--- src/source/vehicle_pkg.sv ---
`default_nettype none

package vehicle_pkg;

    // ====================
    // shift lever and force balance
    // ====================
    typedef enum logic [3:0] {
        LEVER_PARK    = 4'd3,
        LEVER_REVERSE = 4'd6,
        LEVER_NEUTRAL = 4'd9,
        LEVER_DRIVE   = 4'd12
    } lever_t;

    // result of traction against drag
    typedef enum logic [1:0] {
        BAL_PUSH,
        BAL_DRAG,
        BAL_EVEN
    } force_balance_t;

    // datapath widths
    localparam int SPEED_W = 8;
    localparam int RPM_W   = 14;
    localparam int ACCEL_W = 8;
    localparam int GEAR_W  = 3;
    localparam int ODO_W   = 32;
    localparam int FORCE_W = 10;

    // ====================
    // physics constants
    // ====================
    localparam int IDLE_RPM          = 800;
    localparam int ACCEL_DEAD_ZONE   = 5;
    localparam int DRAG_BASE         = 5;
    localparam int DRAG_HIGH_SPEED   = 180;
    localparam int DRAG_HIGH_EXTRA   = 100;
    localparam int SPEED_MAX         = 250;
    localparam int REDLINE_GATE      = 7900;
    localparam int RPM_DRIVE_MAX     = 8000;
    localparam int RPM_IDLE_MAX      = 4000;
    localparam int RPM_IDLE_SLOPE    = 20;
    localparam int RPM_LOAD_GAIN     = 2;
    localparam int REVERSE_SPEED_MAX = 50;
    localparam int ESS_SPEED         = 50;
    localparam int BRAKE_BAND_HIGH   = 150;
    localparam int BRAKE_BAND_MID    = 80;
    localparam int MM_PER_KMH_SEC    = 278;
    localparam int MM_PER_KM         = 1_000_000;
    localparam int GEAR_MAX          = 6;

    // ====================
    // tables
    // ====================
    // brake steps, band 0 is above BRAKE_BAND_HIGH
    localparam int BRAKE_NORMAL_STEP [0:2] = '{1, 2, 3};
    localparam int BRAKE_HARD_STEP   [0:2] = '{2, 4, 8};

    // coast ticks per one km/h lost, by gear
    localparam int COAST_LIMIT [1:6] = '{1, 3, 6, 10, 15, 20};
    // faster coasting in the top gears, air drag dominates there
    localparam int COAST_G5_SPEED    = 120;
    localparam int COAST_G5_LIMIT    = 8;
    localparam int COAST_G6_SPEED_HI = 170;
    localparam int COAST_G6_LIMIT_HI = 2;
    localparam int COAST_G6_SPEED_MD = 140;
    localparam int COAST_G6_LIMIT_MD = 5;

    // gliding gear limits, gear i holds below GLIDE_SPEED[i]
    localparam int GLIDE_SPEED [1:5] = '{20, 50, 75, 100, 125};
    // hysteresis, up from gear i and down from gear i
    localparam int UP_SPEED    [1:5] = '{27, 56, 86, 117, 146};
    localparam int DOWN_SPEED  [2:6] = '{21, 51, 77, 101, 128};

    // rpm = slope * speed + offset per gear
    localparam int RPM_SLOPE  [1:6] = '{60, 35, 35, 30, 27, 27};
    localparam int RPM_OFFSET [1:6] = '{800, 450, -600, -1100, -1540, -2250};

endpackage

`default_nettype wire
--- src/source/odometer.sv ---
`timescale 1ns/1ps
`default_nettype none

module odometer (
    input  logic                            clk,
    input  logic                            rst,
    input  logic                            tick_1sec,
    input  logic                            engine_on,
    input  logic [vehicle_pkg::SPEED_W-1:0] speed,
    output logic [vehicle_pkg::ODO_W-1:0]   odometer
);
    import vehicle_pkg::*;

    logic [ODO_W-1:0] mm_acc;
    logic [ODO_W-1:0] mm_step;

    // 1 km/h for one second is about 278 mm
    assign mm_step = ODO_W'(speed) * ODO_W'(MM_PER_KMH_SEC);

    always_ff @(posedge clk or posedge rst) begin
        if (rst) begin
            mm_acc   <= '0;
            odometer <= '0;
        end else if (tick_1sec && engine_on && speed != '0) begin
            // rollover checked on the value from before this second
            if (mm_acc >= ODO_W'(MM_PER_KM)) begin
                odometer <= odometer + 1'b1;
                mm_acc   <= mm_acc + mm_step - ODO_W'(MM_PER_KM);
            end else begin
                mm_acc   <= mm_acc + mm_step;
            end
        end
    end

endmodule

`default_nettype wire

--- config.mk ---
export PLATFORM = sky130hd
export DESIGN_NAME = odometer
export DESIGN_NICKNAME = d
export VERILOG_FILES = /design/src/source/vehicle_pkg.sv /design/src/source/odometer.sv
export SDC_FILE = /design/constraint.sdc
export NUM_CORES = 1
export LEC_CHECK = 0
export BUFFER_PORTS_ARGS = -buffer_cell sky130_fd_sc_hd__buf_2
export CELL_PAD_IN_SITES_DETAIL_PLACEMENT = 1
export CELL_PAD_IN_SITES_GLOBAL_PLACEMENT = 2
export CORE_AREA = 2 2 144 146
export CTS_CLUSTER_SIZE = 40
export DETAILED_ROUTE_END_ITERATION = 7
export DIE_AREA = 0 0 146 148
export GPL_TIMING_DRIVEN = 0
export PLACE_DENSITY = 0.69
export SYNTH_ARGS = -nofsm -noshare
export SYNTH_HDL_FRONTEND = slang
export SYNTH_SLANG_ARGS = --single-unit
--- constraint.sdc ---
create_clock -name clk -period 4.3 [get_ports clk]
set_input_delay 0 -clock clk [delete_from_list [all_inputs] [get_ports clk]]
set_output_delay 0 -clock clk [all_outputs]
set_load 0.01 [all_outputs]
==> results.yml <==
synth:
  synth_top_area_cell: "dfrtp_1"
  synth_area_sq_um: 5700
  synth_most_common_cell: "nand2_1"
  ys_ff_latch: 63
  synth_top_area_share_pct: 27.7
  synth_edf_count: 0
  seq_area_frac_synth_pct: 27.7
  synth_commonest_cells: "nand2_1, dfrtp_1, ha_1, xnor2_1, inv_1"
  synth_ff_type: "dfrtp_1"
  async_flop_share_pct: 100
  synth_nets: 734
  syn_inst: 654
  synthTopCellsByArea: "dfrtp_1, ha_1, xnor2_1"
  ys_types: 65
  synth_warnings: 0
  syn_avg_cell_area_sq_um: 8.71
critical_path:
  worstPathRequired_ns: 4.52
  start_kind: "input port"
  crit_fanout: 7
  cp_slowest_cell: "fa_1"
  arrival_ns: 5.45
  end_kind: "register"
  crit_type: "input port to register"
  critPathMaxStageDelay_ns: 0.49
sta:
  hold_viol: 0
  finalSetupViolCount: 18
  fin_ws_ns: -0.928
  period_share_pct: 122
  maxSlewHeadroom_pct: 45.3
  finalSetupTns_ns: -11.62
  layout_min_cycle_time_ns: 5.23
  worstMarginPinSlew_ns: 0.821
  fin_skew_ns: 0.0100
  rsz0062_at_grt: "true"
  fmax_ghz: 0.191
  drv_slew: 0
global_route:
  grt_antenna_before_repair: 0
  busiest_layer: "met2"
  grt_pass1_vias: 5434
  grt_max_degree: 64
  use_met2_pct: 28.4
  grtUsageMet3_pct: 1.88
  met1_usage_pct: 22.4
  grt_pass1_wl_um: 28900
  grt_use_total_pct: 16.6
  grt-ovfl-total: 0
pwr:
  vdd_drop_max_uv: 439
  power.density_nw_per_um2: 923
  p_leak_nw: 3.56
flow_run:
  maxCapViolCount: 0
cells_and_area:
  nets: 836
  multi_input_area_sq_um: 4630
  n_antenna_cell: 0
  layout-drive-gt1-share_pct: 34.7
  syn_to_final_growth_pct: 38.3
  ff_latch_area_sq_um: 1580
  nFillCells: 2333
cts:
  htree_levels: 3
  clockRootBuffer: "clkbuf_16"
  cts_tree: "built"
  clk-insertion-delay-late_ns: 0.34
  cts_buffers: 9
  clkTransAtPathRegs_ns: 0.06
  clk_path_buf_depth: 2
  numClockSinks: 63
run_status:
  violations: "negative setup slack"
  outcome: "finished with violations"
floorplanning:
  start_util_pct: 28.4
  core_sq_um: 20000
  die_area_sq_um: 21600
  fp.dieW_um: 146
  io_pins: 44
  die_y_um: 148
  rows: 52
drt:
  route.vias.total: 5147
  antenna_left: 0
  viasPerCell: 4.99
  drt-initial-drc-count: 180
  wl_per_cell_um: 17.7
  drt-total-wl_um: 18200
  drc: 0
  first_pass_iters: 4
place:
  place.gp.congestion: 0.833
  port_buffers: 43
  post-place-ws_ns: -1.73
  hpwl_um: 12900
hold_path:
  hp-class: "input port to register"
## power breakdown
group	total [mW]	internal [mW]	switching [mW]	leakage, nW
Clock	0.835	0.527	0.308	0.155
Combinational	5.49	2.45	3.05	2.59
Sequential	0.942	0.761	0.181	0.816
## cell type report
cell class                 count  area share [%]
sequential                    63            20.0
buffer                        22            1.54
tap                          270            4.29
clock buffer                  10            3.03
clock inverter                 6            1.18
multi-input combinational    518            58.8
timing repair buffer          91            8.64
inverter                      51            2.49
## final timing paths
kind | endpoint | slack [ns] | from | cells past startpoint
min reg2reg | odometer[23] | 0.48 | odometer[23] | 1
max reg2reg | mm_acc[29] | 0.71 | mm_acc[1] | 12
max | mm_acc[29] | -0.93 | speed[3] | 30
max in group asynchronous | odometer[29] | 3.39 | rst | 3
min in group asynchronous | odometer[24] | 0.38 | rst | 3
min | mm_acc[1] | 0.15 | speed[0] | 4
## layout by cell type, fill, tap and decap left out, types with 7 or more instances in the layout
master	instances
nand2_1	81
dfrtp_1	63
xnor2_1	47
ha_1	44
buf_2	43
inv_1	39
nor2_1	35
buf_4	35
xor2_1	28
nand3_1	21
and3_1	21
o21ai_0	19
buf_6	19
a21oi_2	16
ha_4	15
a21oi_1	12
clkbuf_1	11
xnor2_2	11
nand4_1	10
inv_2	10
clkbuf_16	9
a211oi_2	7
o21ai_2	7
and2_1	7
fa_1	7
## metal layers
layer,vias up,wire [um]
met5,-,0
li1,2476,-
met2,80,9020
met3,18,453
met4,0,301
met1,2573,8450
## critical path, delay by kind of cell
kind / cells / cell delay (ns)
AOI/OAI and AO/OA: 13 / 2.12
xor gates and xnor gates: 2 / 0.46
adders and majority gates: 5 / 1.52
buffers and inverters: 5 / 0.50
and+or+nand+nor: 5 / 0.86
## timing repair
item,in CTS,in global routing
setup buffers,25,24
pin swaps,39,54
endpoints found under the hold margin,63,0
endpoints found under the setup margin,19,19
hold buffers,1,0
gates resized for setup,63,73
## registers in the layout, summed over array words and instances (netlist names)
signal and cells:
odometer 32, mm_acc 31
## through the flow
step	cell area, sq um	utilization [%]	hold WS, ns	instances	power (mW)
3_5_place_dp	6480	32.3	0.245	967	4.67
2_1_floorplan	5930	-	0.219	654	3.82
3_3_place_gp	6480	32.3	0.465	967	4.60
4_1_cts	7320	36.5	0.136	1009	6.15
5_1_grt	7880	39.3	0.187	1031	7.75
6_report	7880	39.3	0.146	1031	7.27
## cell families after synthesis
kind of cell | Yosys count | share of synthesized area, %
buffers and inverters | 73 | 5.07
adder cells (fa/ha/maj) | 69 | 16.2
AO/OA/AOI/OAI | 129 | 17.1
multiplexers | 4 | 0.725
AND/OR/NAND/NOR | 225 | 19.2
flip-flops | 63 | 27.7
XOR/XNOR | 91 | 14.0
(Power assumes the default switching activity.)
