[src/source/vehicle_pkg.sv]
`default_nettype none

package vehicle_pkg;

    // ====================
    // shift lever and force balance
    // ====================
    typedef enum logic [3:0] {
        LEVER_PARK    = 4'd3,
        LEVER_REVERSE = 4'd6,
        LEVER_NEUTRAL = 4'd9,
        LEVER_DRIVE   = 4'd12
    } lever_t;

    // result of traction against drag
    typedef enum logic [1:0] {
        BAL_PUSH,
        BAL_DRAG,
        BAL_EVEN
    } force_balance_t;

    // datapath widths
    localparam int SPEED_W = 8;
    localparam int RPM_W   = 14;
    localparam int ACCEL_W = 8;
    localparam int GEAR_W  = 3;
    localparam int ODO_W   = 32;
    localparam int FORCE_W = 10;

    // ====================
    // physics constants
    // ====================
    localparam int IDLE_RPM          = 800;
    localparam int ACCEL_DEAD_ZONE   = 5;
    localparam int DRAG_BASE         = 5;
    localparam int DRAG_HIGH_SPEED   = 180;
    localparam int DRAG_HIGH_EXTRA   = 100;
    localparam int SPEED_MAX         = 250;
    localparam int REDLINE_GATE      = 7900;
    localparam int RPM_DRIVE_MAX     = 8000;
    localparam int RPM_IDLE_MAX      = 4000;
    localparam int RPM_IDLE_SLOPE    = 20;
    localparam int RPM_LOAD_GAIN     = 2;
    localparam int REVERSE_SPEED_MAX = 50;
    localparam int ESS_SPEED         = 50;
    localparam int BRAKE_BAND_HIGH   = 150;
    localparam int BRAKE_BAND_MID    = 80;
    localparam int MM_PER_KMH_SEC    = 278;
    localparam int MM_PER_KM         = 1_000_000;
    localparam int GEAR_MAX          = 6;

    // ====================
    // tables
    // ====================
    // brake steps, band 0 is above BRAKE_BAND_HIGH
    localparam int BRAKE_NORMAL_STEP [0:2] = '{1, 2, 3};
    localparam int BRAKE_HARD_STEP   [0:2] = '{2, 4, 8};

    // coast ticks per one km/h lost, by gear
    localparam int COAST_LIMIT [1:6] = '{1, 3, 6, 10, 15, 20};
    // faster coasting in the top gears, air drag dominates there
    localparam int COAST_G5_SPEED    = 120;
    localparam int COAST_G5_LIMIT    = 8;
    localparam int COAST_G6_SPEED_HI = 170;
    localparam int COAST_G6_LIMIT_HI = 2;
    localparam int COAST_G6_SPEED_MD = 140;
    localparam int COAST_G6_LIMIT_MD = 5;

    // gliding gear limits, gear i holds below GLIDE_SPEED[i]
    localparam int GLIDE_SPEED [1:5] = '{20, 50, 75, 100, 125};
    // hysteresis, up from gear i and down from gear i
    localparam int UP_SPEED    [1:5] = '{27, 56, 86, 117, 146};
    localparam int DOWN_SPEED  [2:6] = '{21, 51, 77, 101, 128};

    // rpm = slope * speed + offset per gear
    localparam int RPM_SLOPE  [1:6] = '{60, 35, 35, 30, 27, 27};
    localparam int RPM_OFFSET [1:6] = '{800, 450, -600, -1100, -1540, -2250};

endpackage

`default_nettype wire
[src/source/gear_selector.sv]
`timescale 1ns/1ps
`default_nettype none

module gear_selector (
    input  logic                            clk,
    input  logic                            rst,
    input  logic                            coast_step,
    input  vehicle_pkg::lever_t             lever,
    input  logic [vehicle_pkg::ACCEL_W-1:0] eff_accel,
    input  logic [vehicle_pkg::SPEED_W-1:0] speed,
    output logic [vehicle_pkg::GEAR_W-1:0]  gear_num
);
    import vehicle_pkg::*;

    logic [GEAR_W-1:0] glide_gear;
    logic [GEAR_W-1:0] shift_gear;

    // ====================
    // gliding, gear straight from speed
    // ====================
    // lowest gear whose limit is still above speed wins
    always_comb begin
        glide_gear = GEAR_W'(GEAR_MAX);
        for (int i = GEAR_MAX - 1; i >= 1; i--) begin
            if (speed < SPEED_W'(GLIDE_SPEED[i])) begin
                glide_gear = GEAR_W'(i);
            end
        end
    end

    // ====================
    // under load, one gear at a time
    // ====================
    // separate up and down points avoid hunting between gears
    always_comb begin
        shift_gear = gear_num;
        if (gear_num == '0 || gear_num > GEAR_W'(GEAR_MAX)) begin
            shift_gear = GEAR_W'(1);
        end else if (gear_num > GEAR_W'(1) &&
                     speed < SPEED_W'(DOWN_SPEED[gear_num])) begin
            shift_gear = gear_num - 1'b1;
        end else if (gear_num < GEAR_W'(GEAR_MAX) &&
                     speed >= SPEED_W'(UP_SPEED[gear_num])) begin
            shift_gear = gear_num + 1'b1;
        end
    end

    // decision uses the speed from before the current tick
    always_ff @(posedge clk or posedge rst) begin
        if (rst) begin
            gear_num <= GEAR_W'(1);
        end else if (coast_step) begin
            if (lever != LEVER_DRIVE) begin
                // park, reverse and neutral sit in first
                gear_num <= GEAR_W'(1);
            end else if (eff_accel == '0) begin
                gear_num <= glide_gear;
            end else begin
                gear_num <= shift_gear;
            end
        end
    end

endmodule

`default_nettype wire

[config.mk]
export PLATFORM = sky130hd
export DESIGN_NAME = gear_selector
export DESIGN_NICKNAME = d
export VERILOG_FILES = /design/src/source/vehicle_pkg.sv /design/src/source/gear_selector.sv
export SDC_FILE = /design/constraint.sdc
export NUM_CORES = 1
export LEC_CHECK = 0
export BUFFER_PORTS_ARGS = -buffer_cell sky130_fd_sc_hd__buf_2
export CORE_ASPECT_RATIO = 1.2
export CORE_MARGIN = 2
export CORE_UTILIZATION = 47
export CTS_CLUSTER_SIZE = 8
export DETAILED_ROUTE_END_ITERATION = 12
export PLACE_DENSITY = 0.81
export SYNTH_ARGS = -nofsm -noshare
export SYNTH_HDL_FRONTEND = slang
export SYNTH_SLANG_ARGS = --single-unit
[constraint.sdc]
create_clock -name clk -period 2.7 [get_ports clk]
set_input_delay 0.54 -clock clk [delete_from_list [all_inputs] [get_ports clk]]
set_output_delay 0.54 -clock clk [all_outputs]
set_load 0.05 [all_outputs]
==> out/metrics.yaml <==
drc: 0
clock-root-buffer: "clkbuf_4"
finalCriticalPeriod_ps: 2690
final.setup.tns_ps: 0
final_core_util_pct: 66.8
clock_skew_ps: 3.77
cp_num_buf_inv: 1
critPathSlowestCell: "dfstp_4"
coreArea_sq_mm: 0.00185
reg_top3: "gear_num x3"
cts.sinks: 3
power_frac_comb_pct: 49.9
maxCapViolCount: 0
top_register: "gear_num"
insertedDiodeCount: 0
setup_viol_count_final: 0
p_per_area_mw_per_mm2: 208
postCtsHoldBufs: 0
synth_area_leader_cell: "ha_1"
yosysSeqAreaShare_pct: 8.29
criticalPathCategory: "flip-flop to flip-flop"
pwr-share-seq_pct: 19.6
path_max_fanout: 5
multi_input_area_sq_um: 843
tightest_slew_ps: 386
start_kind: "flip-flop"
vias_per_cell: 5.97
largest_reg_flops: 3
hp-class: "input pin to asynchronous set/reset pin"
slew_headroom_pct: 74.3
grt_max_degree: 11
drive_above_1_share_pct: 39.7
clock_path_buffers: 2
status: "finished, final reports clean"
period_share_pct: 99.6
synth.most_common_cell: "ha_1"
first_global_vias: 1044
syn-cell-area_sq_um: 921
antenna_found_initial: 0
synthTopCellsByCount: "19 x ha_1, 14 x a21oi_1, 12 x nor2_1"
rsz0062_at_grt: "yes"
hold_viol_final: 0
fmax_mhz: 372
firstDrtPassIters: 4
synth-seq-cells: 3
cts_buffers: 3
critPathRequiredTime_ps: 2860
synth_top_area_share_pct: 25.8
crit_path_max_incr_delay_ps: 640
clk_latency_ps: 230
wl_um: 2560
critical_path_arrival_ps: 2850
synthArstFlopShare_pct: 100
synth_cell_types: 40
synthTopCellsByArea: "ha_1 26%, a21oi_1 7.6%, a2111oi_4 6.0%, dfrtp_1 5.4%, nor2_1 4.9%"
yosysWarnings: 0
ant_nets: 0
overflow: 0
synthCells: 117
start_util_pct: 49.8
port_buffers: 25
grtUsageTotal_pct: 24.6
crit_chain: "buf_12, ha_4, a21boi_1, ha_1, nand4_1, nor2_2, a2111oi_4, or4b_4, o21ai_4, a31oi_2, mux2_4"
slew_violations: 0
avgSynthCellArea_sq_um: 7.87
die_area_sq_mm: 0.00233
pin_count: 26
ys.flop_type: "dfrtp_1"
placed_area_sq_mm: 0.00119
seqCellArea_sq_um: 85.1
vias: 1044
syn_nets: 159
p_sw_share_pct: 36.8
nFillCells: 159
wire_per_inst_um: 14.6
first_iter_violations: 24
num_rows: 17
p_clk_share_pct: 30.5
area_growth_pct: 34.2
grt_pass1_wl_um: 4200
p_leak_nw: 0.569
synth_edf_count: 0
die_height_um: 52.5
critPathCaptureType: "flip-flop"
p_int_mw: 0.162
p_sw_mw: 0.0947
cts_htree_levels: 1
design_area_sq_mm: 0.00124
nets: 199
path_delay_family: "simple AND/OR/NAND/NOR gates"
dieWidth_um: 44.4
clk_pin_slew_ps: 40
cts_tree: "built"
dp_hpwl_um: 2200
ir_worst_vdd_uv: 239
place.gp.congestion: 0.889
[power by group through the flow]
stage / sequential (mW) / combinational (mW) / clock, mW
floorplan: 0.0572 / 0.0675 / 0
global placement: 0.0506 / 0.119 / 0
detailed placement: 0.0508 / 0.125 / 0
CTS: 0.0502 / 0.127 / 0.0805
global route: 0.0505 / 0.142 / 0.0832
finish: 0.0503 / 0.128 / 0.0784
[final timing paths]
check                      slack (ps)         from  depth (start not counted)     endpoint
max                                10  gear_num[0]                         11  gear_num[0]
min                               180          rst                          2  gear_num[1]
max reg2reg                        10  gear_num[0]                         11  gear_num[0]
min reg2reg                       650  gear_num[1]                          2  gear_num[2]
max in group asynchronous        2310          rst                          2  gear_num[0]
min in group clk                  650  gear_num[1]                          2  gear_num[2]
[per-stage QoR]
stage	total power [mW]	setup WS [ps]	hold slack (ps)	std cells
4_1_cts	0.258	-10.8	173	175
6_report	0.257	11.7	176	175
5_1_grt	0.276	-71.2	181	175
2_1_floorplan	0.125	-44.6	293	117
3_5_place_dp	0.176	-37.8	416	170
3_3_place_gp	0.170	3.41	406	170
[final cells by class]
type,count,share of cell area [%]
well taps,19,1.92
clock buffers,4,2.13
inverters,8,2.43
repair buffers,37,18.4
flip-flops and latches,3,6.88
multi-input cells,104,68.2
[cell families (layout without fill, tap and decap cells)]
kind of cell | Yosys count | after routing | synth area share [%]
compound gates | 39 | 39 | 33.3
simple gates | 43 | 43 | 24.6
flops | 3 | 3 | 8.29
fa+ha+maj | 19 | 19 | 25.8
xor+xnor | 2 | 2 | 1.90
buf+inv | 10 | 49 | 4.48
mux | 1 | 1 | 1.63
[layer usage]
metal	global-route usage (%)	up-vias	wire length, um
met5	0	-	0
met4	12.6	0	85
met3	4.48	8	114
met2	48.0	49	1370
met1	23.6	469	986
li1	-	518	-
[cell usage in the layout, fill, tap and decap left out, drive strengths merged, types with 2 or more instances in the layout]
master | netlist | routed
buf | 1 | 37
a21boi | 4 | 4
clkbuf | 1 | 4
ha | 19 | 19
o22ai | 2 | 2
nor3 | 3 | 3
o21a | 2 | 2
inv | 8 | 8
nand4 | 2 | 2
a21oi | 14 | 14
nand2 | 9 | 9
or4 | 2 | 2
dfrtp | 2 | 2
o21ai | 6 | 6
nand3 | 3 | 3
nor2 | 13 | 13
nand2b | 7 | 7
a2111oi | 2 | 2
[what timing repair did]
action / CTS / global route
endpoints found under the setup margin: 3 / 3
cloned: 0 / 0
resized for setup: 2 / 5
setup buffers: 1 / 0
pin swaps: 6 / 4
Note: power is estimated with default switching activity, not from simulation.
