$ cat src/source/vehicle_pkg.sv
`default_nettype none

package vehicle_pkg;

    // ====================
    // shift lever and force balance
    // ====================
    typedef enum logic [3:0] {
        LEVER_PARK    = 4'd3,
        LEVER_REVERSE = 4'd6,
        LEVER_NEUTRAL = 4'd9,
        LEVER_DRIVE   = 4'd12
    } lever_t;

    // result of traction against drag
    typedef enum logic [1:0] {
        BAL_PUSH,
        BAL_DRAG,
        BAL_EVEN
    } force_balance_t;

    // datapath widths
    localparam int SPEED_W = 8;
    localparam int RPM_W   = 14;
    localparam int ACCEL_W = 8;
    localparam int GEAR_W  = 3;
    localparam int ODO_W   = 32;
    localparam int FORCE_W = 10;

    // ====================
    // physics constants
    // ====================
    localparam int IDLE_RPM          = 800;
    localparam int ACCEL_DEAD_ZONE   = 5;
    localparam int DRAG_BASE         = 5;
    localparam int DRAG_HIGH_SPEED   = 180;
    localparam int DRAG_HIGH_EXTRA   = 100;
    localparam int SPEED_MAX         = 250;
    localparam int REDLINE_GATE      = 7900;
    localparam int RPM_DRIVE_MAX     = 8000;
    localparam int RPM_IDLE_MAX      = 4000;
    localparam int RPM_IDLE_SLOPE    = 20;
    localparam int RPM_LOAD_GAIN     = 2;
    localparam int REVERSE_SPEED_MAX = 50;
    localparam int ESS_SPEED         = 50;
    localparam int BRAKE_BAND_HIGH   = 150;
    localparam int BRAKE_BAND_MID    = 80;
    localparam int MM_PER_KMH_SEC    = 278;
    localparam int MM_PER_KM         = 1_000_000;
    localparam int GEAR_MAX          = 6;

    // ====================
    // tables
    // ====================
    // brake steps, band 0 is above BRAKE_BAND_HIGH
    localparam int BRAKE_NORMAL_STEP [0:2] = '{1, 2, 3};
    localparam int BRAKE_HARD_STEP   [0:2] = '{2, 4, 8};

    // coast ticks per one km/h lost, by gear
    localparam int COAST_LIMIT [1:6] = '{1, 3, 6, 10, 15, 20};
    // faster coasting in the top gears, air drag dominates there
    localparam int COAST_G5_SPEED    = 120;
    localparam int COAST_G5_LIMIT    = 8;
    localparam int COAST_G6_SPEED_HI = 170;
    localparam int COAST_G6_LIMIT_HI = 2;
    localparam int COAST_G6_SPEED_MD = 140;
    localparam int COAST_G6_LIMIT_MD = 5;

    // gliding gear limits, gear i holds below GLIDE_SPEED[i]
    localparam int GLIDE_SPEED [1:5] = '{20, 50, 75, 100, 125};
    // hysteresis, up from gear i and down from gear i
    localparam int UP_SPEED    [1:5] = '{27, 56, 86, 117, 146};
    localparam int DOWN_SPEED  [2:6] = '{21, 51, 77, 101, 128};

    // rpm = slope * speed + offset per gear
    localparam int RPM_SLOPE  [1:6] = '{60, 35, 35, 30, 27, 27};
    localparam int RPM_OFFSET [1:6] = '{800, 450, -600, -1100, -1540, -2250};

endpackage

`default_nettype wire
$ cat src/source/speed_integrator.sv
`timescale 1ns/1ps
`default_nettype none

module speed_integrator (
    input  logic                            clk,
    input  logic                            rst,
    input  logic                            tick_speed,
    input  logic                            brake_normal,
    input  logic                            brake_hard,
    input  vehicle_pkg::lever_t             lever,
    input  vehicle_pkg::force_balance_t     balance,
    input  logic [vehicle_pkg::GEAR_W-1:0]  gear_num,
    input  logic [vehicle_pkg::RPM_W-1:0]   rpm,
    output logic [vehicle_pkg::SPEED_W-1:0] speed,
    output logic                            ess_trigger,
    output logic                            coast_step
);
    import vehicle_pkg::*;

    logic [1:0]         band;
    logic [SPEED_W-1:0] brake_step;
    logic [SPEED_W-1:0] braked_speed;
    logic [4:0]         coast_limit;
    logic [4:0]         coast_cnt;
    logic               accel_ok;

    // gear logic only runs on ticks without braking
    assign coast_step = tick_speed && !brake_normal && !brake_hard;

    // ====================
    // braking
    // ====================
    // tyres slip at high speed, so the step shrinks
    always_comb begin
        if (speed > SPEED_W'(BRAKE_BAND_HIGH)) begin
            band = 2'd0;
        end else if (speed > SPEED_W'(BRAKE_BAND_MID)) begin
            band = 2'd1;
        end else begin
            band = 2'd2;
        end
    end

    assign brake_step   = brake_hard ? SPEED_W'(BRAKE_HARD_STEP[band]) :
                                       SPEED_W'(BRAKE_NORMAL_STEP[band]);
    // floor at standstill
    assign braked_speed = (speed >= brake_step) ? speed - brake_step : '0;

    // ====================
    // acceleration and coasting
    // ====================
    // top speed, redline and the reverse cap all block acceleration
    assign accel_ok = (speed < SPEED_W'(SPEED_MAX)) &&
                      (rpm < RPM_W'(REDLINE_GATE)) &&
                      !(lever == LEVER_REVERSE && speed >= SPEED_W'(REVERSE_SPEED_MAX));

    // ticks per km/h lost while coasting
    always_comb begin
        // unknown gear loses speed every tick
        coast_limit = 5'd0;
        if (gear_num >= GEAR_W'(1) && gear_num <= GEAR_W'(GEAR_MAX)) begin
            coast_limit = 5'(COAST_LIMIT[gear_num]);
        end
        if (gear_num == GEAR_W'(5) && speed >= SPEED_W'(COAST_G5_SPEED)) begin
            coast_limit = 5'(COAST_G5_LIMIT);
        end
        if (gear_num == GEAR_W'(6)) begin
            if (speed >= SPEED_W'(COAST_G6_SPEED_HI)) begin
                coast_limit = 5'(COAST_G6_LIMIT_HI);
            end else if (speed >= SPEED_W'(COAST_G6_SPEED_MD)) begin
                coast_limit = 5'(COAST_G6_LIMIT_MD);
            end
        end
    end

    always_ff @(posedge clk or posedge rst) begin
        if (rst) begin
            speed       <= '0;
            ess_trigger <= 1'b0;
            coast_cnt   <= '0;
        end else if (tick_speed) begin
            if (brake_hard) begin
                speed       <= braked_speed;
                // emergency stop lamp judged on the speed before braking
                ess_trigger <= (speed > SPEED_W'(ESS_SPEED));
            end else if (brake_normal) begin
                speed       <= braked_speed;
                ess_trigger <= 1'b0;
            end else begin
                ess_trigger <= 1'b0;
                case (balance)
                    BAL_PUSH: begin
                        coast_cnt <= '0;
                        if (accel_ok) begin
                            speed <= speed + 1'b1;
                        end
                    end
                    BAL_DRAG: begin
                        // counter keeps running at standstill
                        if (speed != '0 && coast_cnt >= coast_limit) begin
                            speed     <= speed - 1'b1;
                            coast_cnt <= '0;
                        end else begin
                            coast_cnt <= coast_cnt + 1'b1;
                        end
                    end
                    default: coast_cnt <= '0;
                endcase
            end
        end
    end

endmodule

`default_nettype wire

$ cat config.mk
export PLATFORM = sky130hd
export DESIGN_NAME = speed_integrator
export DESIGN_NICKNAME = d
export VERILOG_FILES = /design/src/source/vehicle_pkg.sv /design/src/source/speed_integrator.sv
export SDC_FILE = /design/constraint.sdc
export NUM_CORES = 1
export LEC_CHECK = 0
export ABC_AREA = 1
export BUFFER_PORTS_ARGS = -buffer_cell sky130_fd_sc_hd__buf_2
export CORE_MARGIN = 8
export CORE_UTILIZATION = 55
export CTS_BUF_LIST = sky130_fd_sc_hd__clkbuf_4 sky130_fd_sc_hd__clkbuf_8
export DETAILED_ROUTE_END_ITERATION = 12
export GPL_ROUTABILITY_DRIVEN = 0
export PLACE_DENSITY_LB_ADDON = 0.25
export SYNTH_ARGS = -nofsm -noshare
export SYNTH_HDL_FRONTEND = slang
export SYNTH_SLANG_ARGS = --single-unit
$ cat constraint.sdc
create_clock -name clk -period 2.95 [get_ports clk]
set_input_delay 0.59 -clock clk [delete_from_list [all_inputs] [get_ports clk]]
set_output_delay 0.59 -clock clk [all_outputs]
set_load 0.02 [all_outputs]
==> impl_results.md <==
* Status: finished, final reports clean
* Sink Count at 14
* CP Launch Type: flop
* Setup-failing EPs final at 0
* ANT cells at 0
* CP dominant cell by count: nand2_1
* First-pass GRT wire length at 7.94 mm
* Highest-delay cell along the critical path: dfrtp_1
* Worst Skew at 0.00238 ns
* Commonest non-fill, non-tap cell in the layout: nand2_1
* Req. time, crit path at 3.18 ns
* Maximum buffer depth of the clock tree at 2
* RR Startpoint: speed[6]$_DFFE_PP0P_
* Crit path time final at 2.70 ns
* # rows at 21
* Syn Nets at 334
* CTS Root Cell: clkbuf_4
* RSZ-0062 raised after global routing: false
* CTS H-tree lvls at 1
* Die height at 73.9 um
* Synthesis Warnings at 0
* Max rail drop VDD at 0.000612 V
* Core box area at 3280 sq um
* Combinational share of power at 72.6%
* Crit-path max cell delay at 0.42 ns
* Switching Fraction at 53.8%
* Yosys cell types at 34
* Netlist Area Pre-Place at 1840 sq um
* Period utilization at 91.7%
* Gate Count Post-Synth at 285
* Initial Utilization at 56.0%
* Vias per cell at 5.22
* DP HPWL at 3.82 mm
* Worst-path cell chain: inv_1 > a21oi_1 > a21boi_0 > nand2_1 > nand2_1 > inv_1 > fa_1 > nor2_1 > nor2_1 > nand3_1 > nand2_1 > o21ai_0 > nand2_1 > nand2_1
* Final core occ at 65.5%
* CP arrival at 2.93 ns
* Placed cell count at 371
* Worst-skew pair later-pin latency at 0.29 ns
* Count of state elements after synthesis at 14
* Drt pass-1 iters at 5
* WL per Instance at 12.5 um
* Port Buffer Count at 35
* Fmax at 370 MHz
* CP bufs+invs at 2
* Critical Path Source: speed[6]$_DFFE_PP0P_
* Layout area overhead at 16.9%
* Leakage at 1.22 nW
* Relative slew slack at 66.2%
* Yosys top cell by area: dfrtp_1
* DIE AREA at 5450 sq um
* CP Capture Type: flop
* Clock Pin Slew Worst Setup and Hold Paths at 0.09 ns
* DR iter-0 viols at 140
* Critical path's top delay family: simple AND/OR/NAND/NOR gates
* TritonCTS clock tree: done
* Hold Crit Class: input port to async pin
* Commonest cells after routing, fill and taps aside: 74 x nand2_1, 40 x inv_1, 35 x buf_2
* Pwr Density at 884 nW/um^2
* Worst setup margin at 0.246 ns
* Top-area cell type share of the netlist area at 19.0%
* Post-CTS Hold Buffers at 0
* Post-synthesis sequential area ratio at 19.0%
* Post-Place Setup Slack at 0.129 ns
* Total gr overflow at 0
* Int Pwr at 0.878 mW
* Via count at 1956
* Overall fraction of global-route tracks in use at 18.1%
* Synth top area cells: dfrtp_1 19%, nand2_1 15%, ha_1 13%, inv_1 8.2%, nand3_1 6.8%
* Number of global-route vias before repair at 1867
* Die width at 73.9 um
* Worst Tran Pin Value at 0.507 ns
* Crit path kind: flop to flop
* Fin. max-slew vios at 0
* CP max FO at 7
* # nets final at 379
* IO Count at 38
* Mean Syn Cell Area at 6.46 sq um
* Setup TNS at 0 ns
* Max-cap viol count at 0
* Clock power share at 7.4%
* Sw Pwr at 1.02 mW
* Layout cell share with drive strength beyond 1 at 18.8%
* Largest net degree at the start of global routing at 15
* Initial antenna violation count at 0
* Fin. Hold Viols at 0
* Final WL at 4.70 mm
* Number of remaining DRC errors at 0
* Remaining antenna violation count at 0
* Non-filler cells, final at 375
* CTS buffer count at 3
* Total power at 1.90 mW
* Seq pwr share at 19.9%
power groups by stage:
stage | clock (mW) | sequential (mW) | combinational (mW)
after floorplan | 0 | 0.399 | 0.941
after global placement | 0 | 0.372 | 1.34
after detailed placement | 0 | 0.372 | 1.36
after CTS | 0.140 | 0.371 | 1.37
after global routing | 0.153 | 0.387 | 1.56
final | 0.141 | 0.379 | 1.38
metrics by stage:
stage | hold slack [ns] | cell area [sq um]
final | 0.314 | 2150
after global routing | 0.354 | 2150
after global placement | 0.537 | 2110
after detailed placement | 0.544 | 2110
after CTS | 0.336 | 2150
after floorplan | 0.479 | 1840
state kept, by name, summed over array words and instances (netlist names):
signal,count
coast_cnt,5
ess_trigger,1
speed,8
layout make-up:
type                    count  area, sq um
clock buffers               4         36.3
fillers                   304         1130
inverters                  42          158
multi-input cells         226         1310
flip-flops and latches     14          354
well taps                  46         57.6
repair buffers             43          235
per-layer routing:
layer  wire (um)  global-route usage (%)
met4          27                    5.54
met5           0                       0
met1        2200                    23.4
met2        2100                    29.3
met3         372                    3.68
Yosys cell counts (all sizes together):
| library cell | instances |
|---|---|
| dfrtp | 14 |
| nand4 | 7 |
| a22oi | 1 |
| ha | 19 |
| and3 | 1 |
| nand2 | 77 |
| nor4 | 1 |
| xnor2 | 2 |
| xor2 | 4 |
| fa | 2 |
| o21ai | 16 |
| buf | 3 |
| o2111ai | 1 |
| o22ai | 1 |
| clkinv | 1 |
| nor3 | 4 |
| o21a | 1 |
| a21o | 1 |
| a31oi | 2 |
| o31ai | 1 |
| nand3 | 27 |
| a21boi | 2 |
| a21oi | 17 |
| or2 | 2 |
| inv | 41 |
| o21bai | 8 |
| nor2 | 29 |
worst register-to-register path, delay by kind of cell, from the launching register on:
kind	cells	cell delay, ns
buffers and inverters	2	0.23
adders and majority gates	1	0.42
DFF	1	0.42
AOI/OAI and AO/OA	3	0.76
and+or+nand+nor	8	0.82
logic make-up after synthesis:
logic type	synth area share [%]
AND/OR/NAND/NOR	37.1
AO/OA/AOI/OAI	16.2
buffers and inverters	9.72
adder cells (fa/ha/maj)	15.1
flip-flops	19.0
XOR/XNOR	2.86
what timing repair did:
item / in CTS / in global routing
buffers inserted: 0 / 0
endpoints found under the setup margin: 0 / 8
gates resized for setup: 0 / 4
worst paths after layout:
path | to | cells past startpoint | slack [ns]
hold / removal | coast_cnt[1]$_DFFE_PP0P_ | 2 | 0.31
setup / recovery | speed[3]$_DFFE_PP0P_ | 14 | 0.25
hold reg to reg | ess_trigger$_DFFE_PP0P_ | 2 | 0.56
min in group clk | ess_trigger$_DFFE_PP0P_ | 2 | 0.56
setup reg to reg | speed[3]$_DFFE_PP0P_ | 14 | 0.25
max in group asynchronous | speed[5]$_DFFE_PP0P_ | 2 | 2.27
No activity file was read; power rests on OpenSTA's default activity.
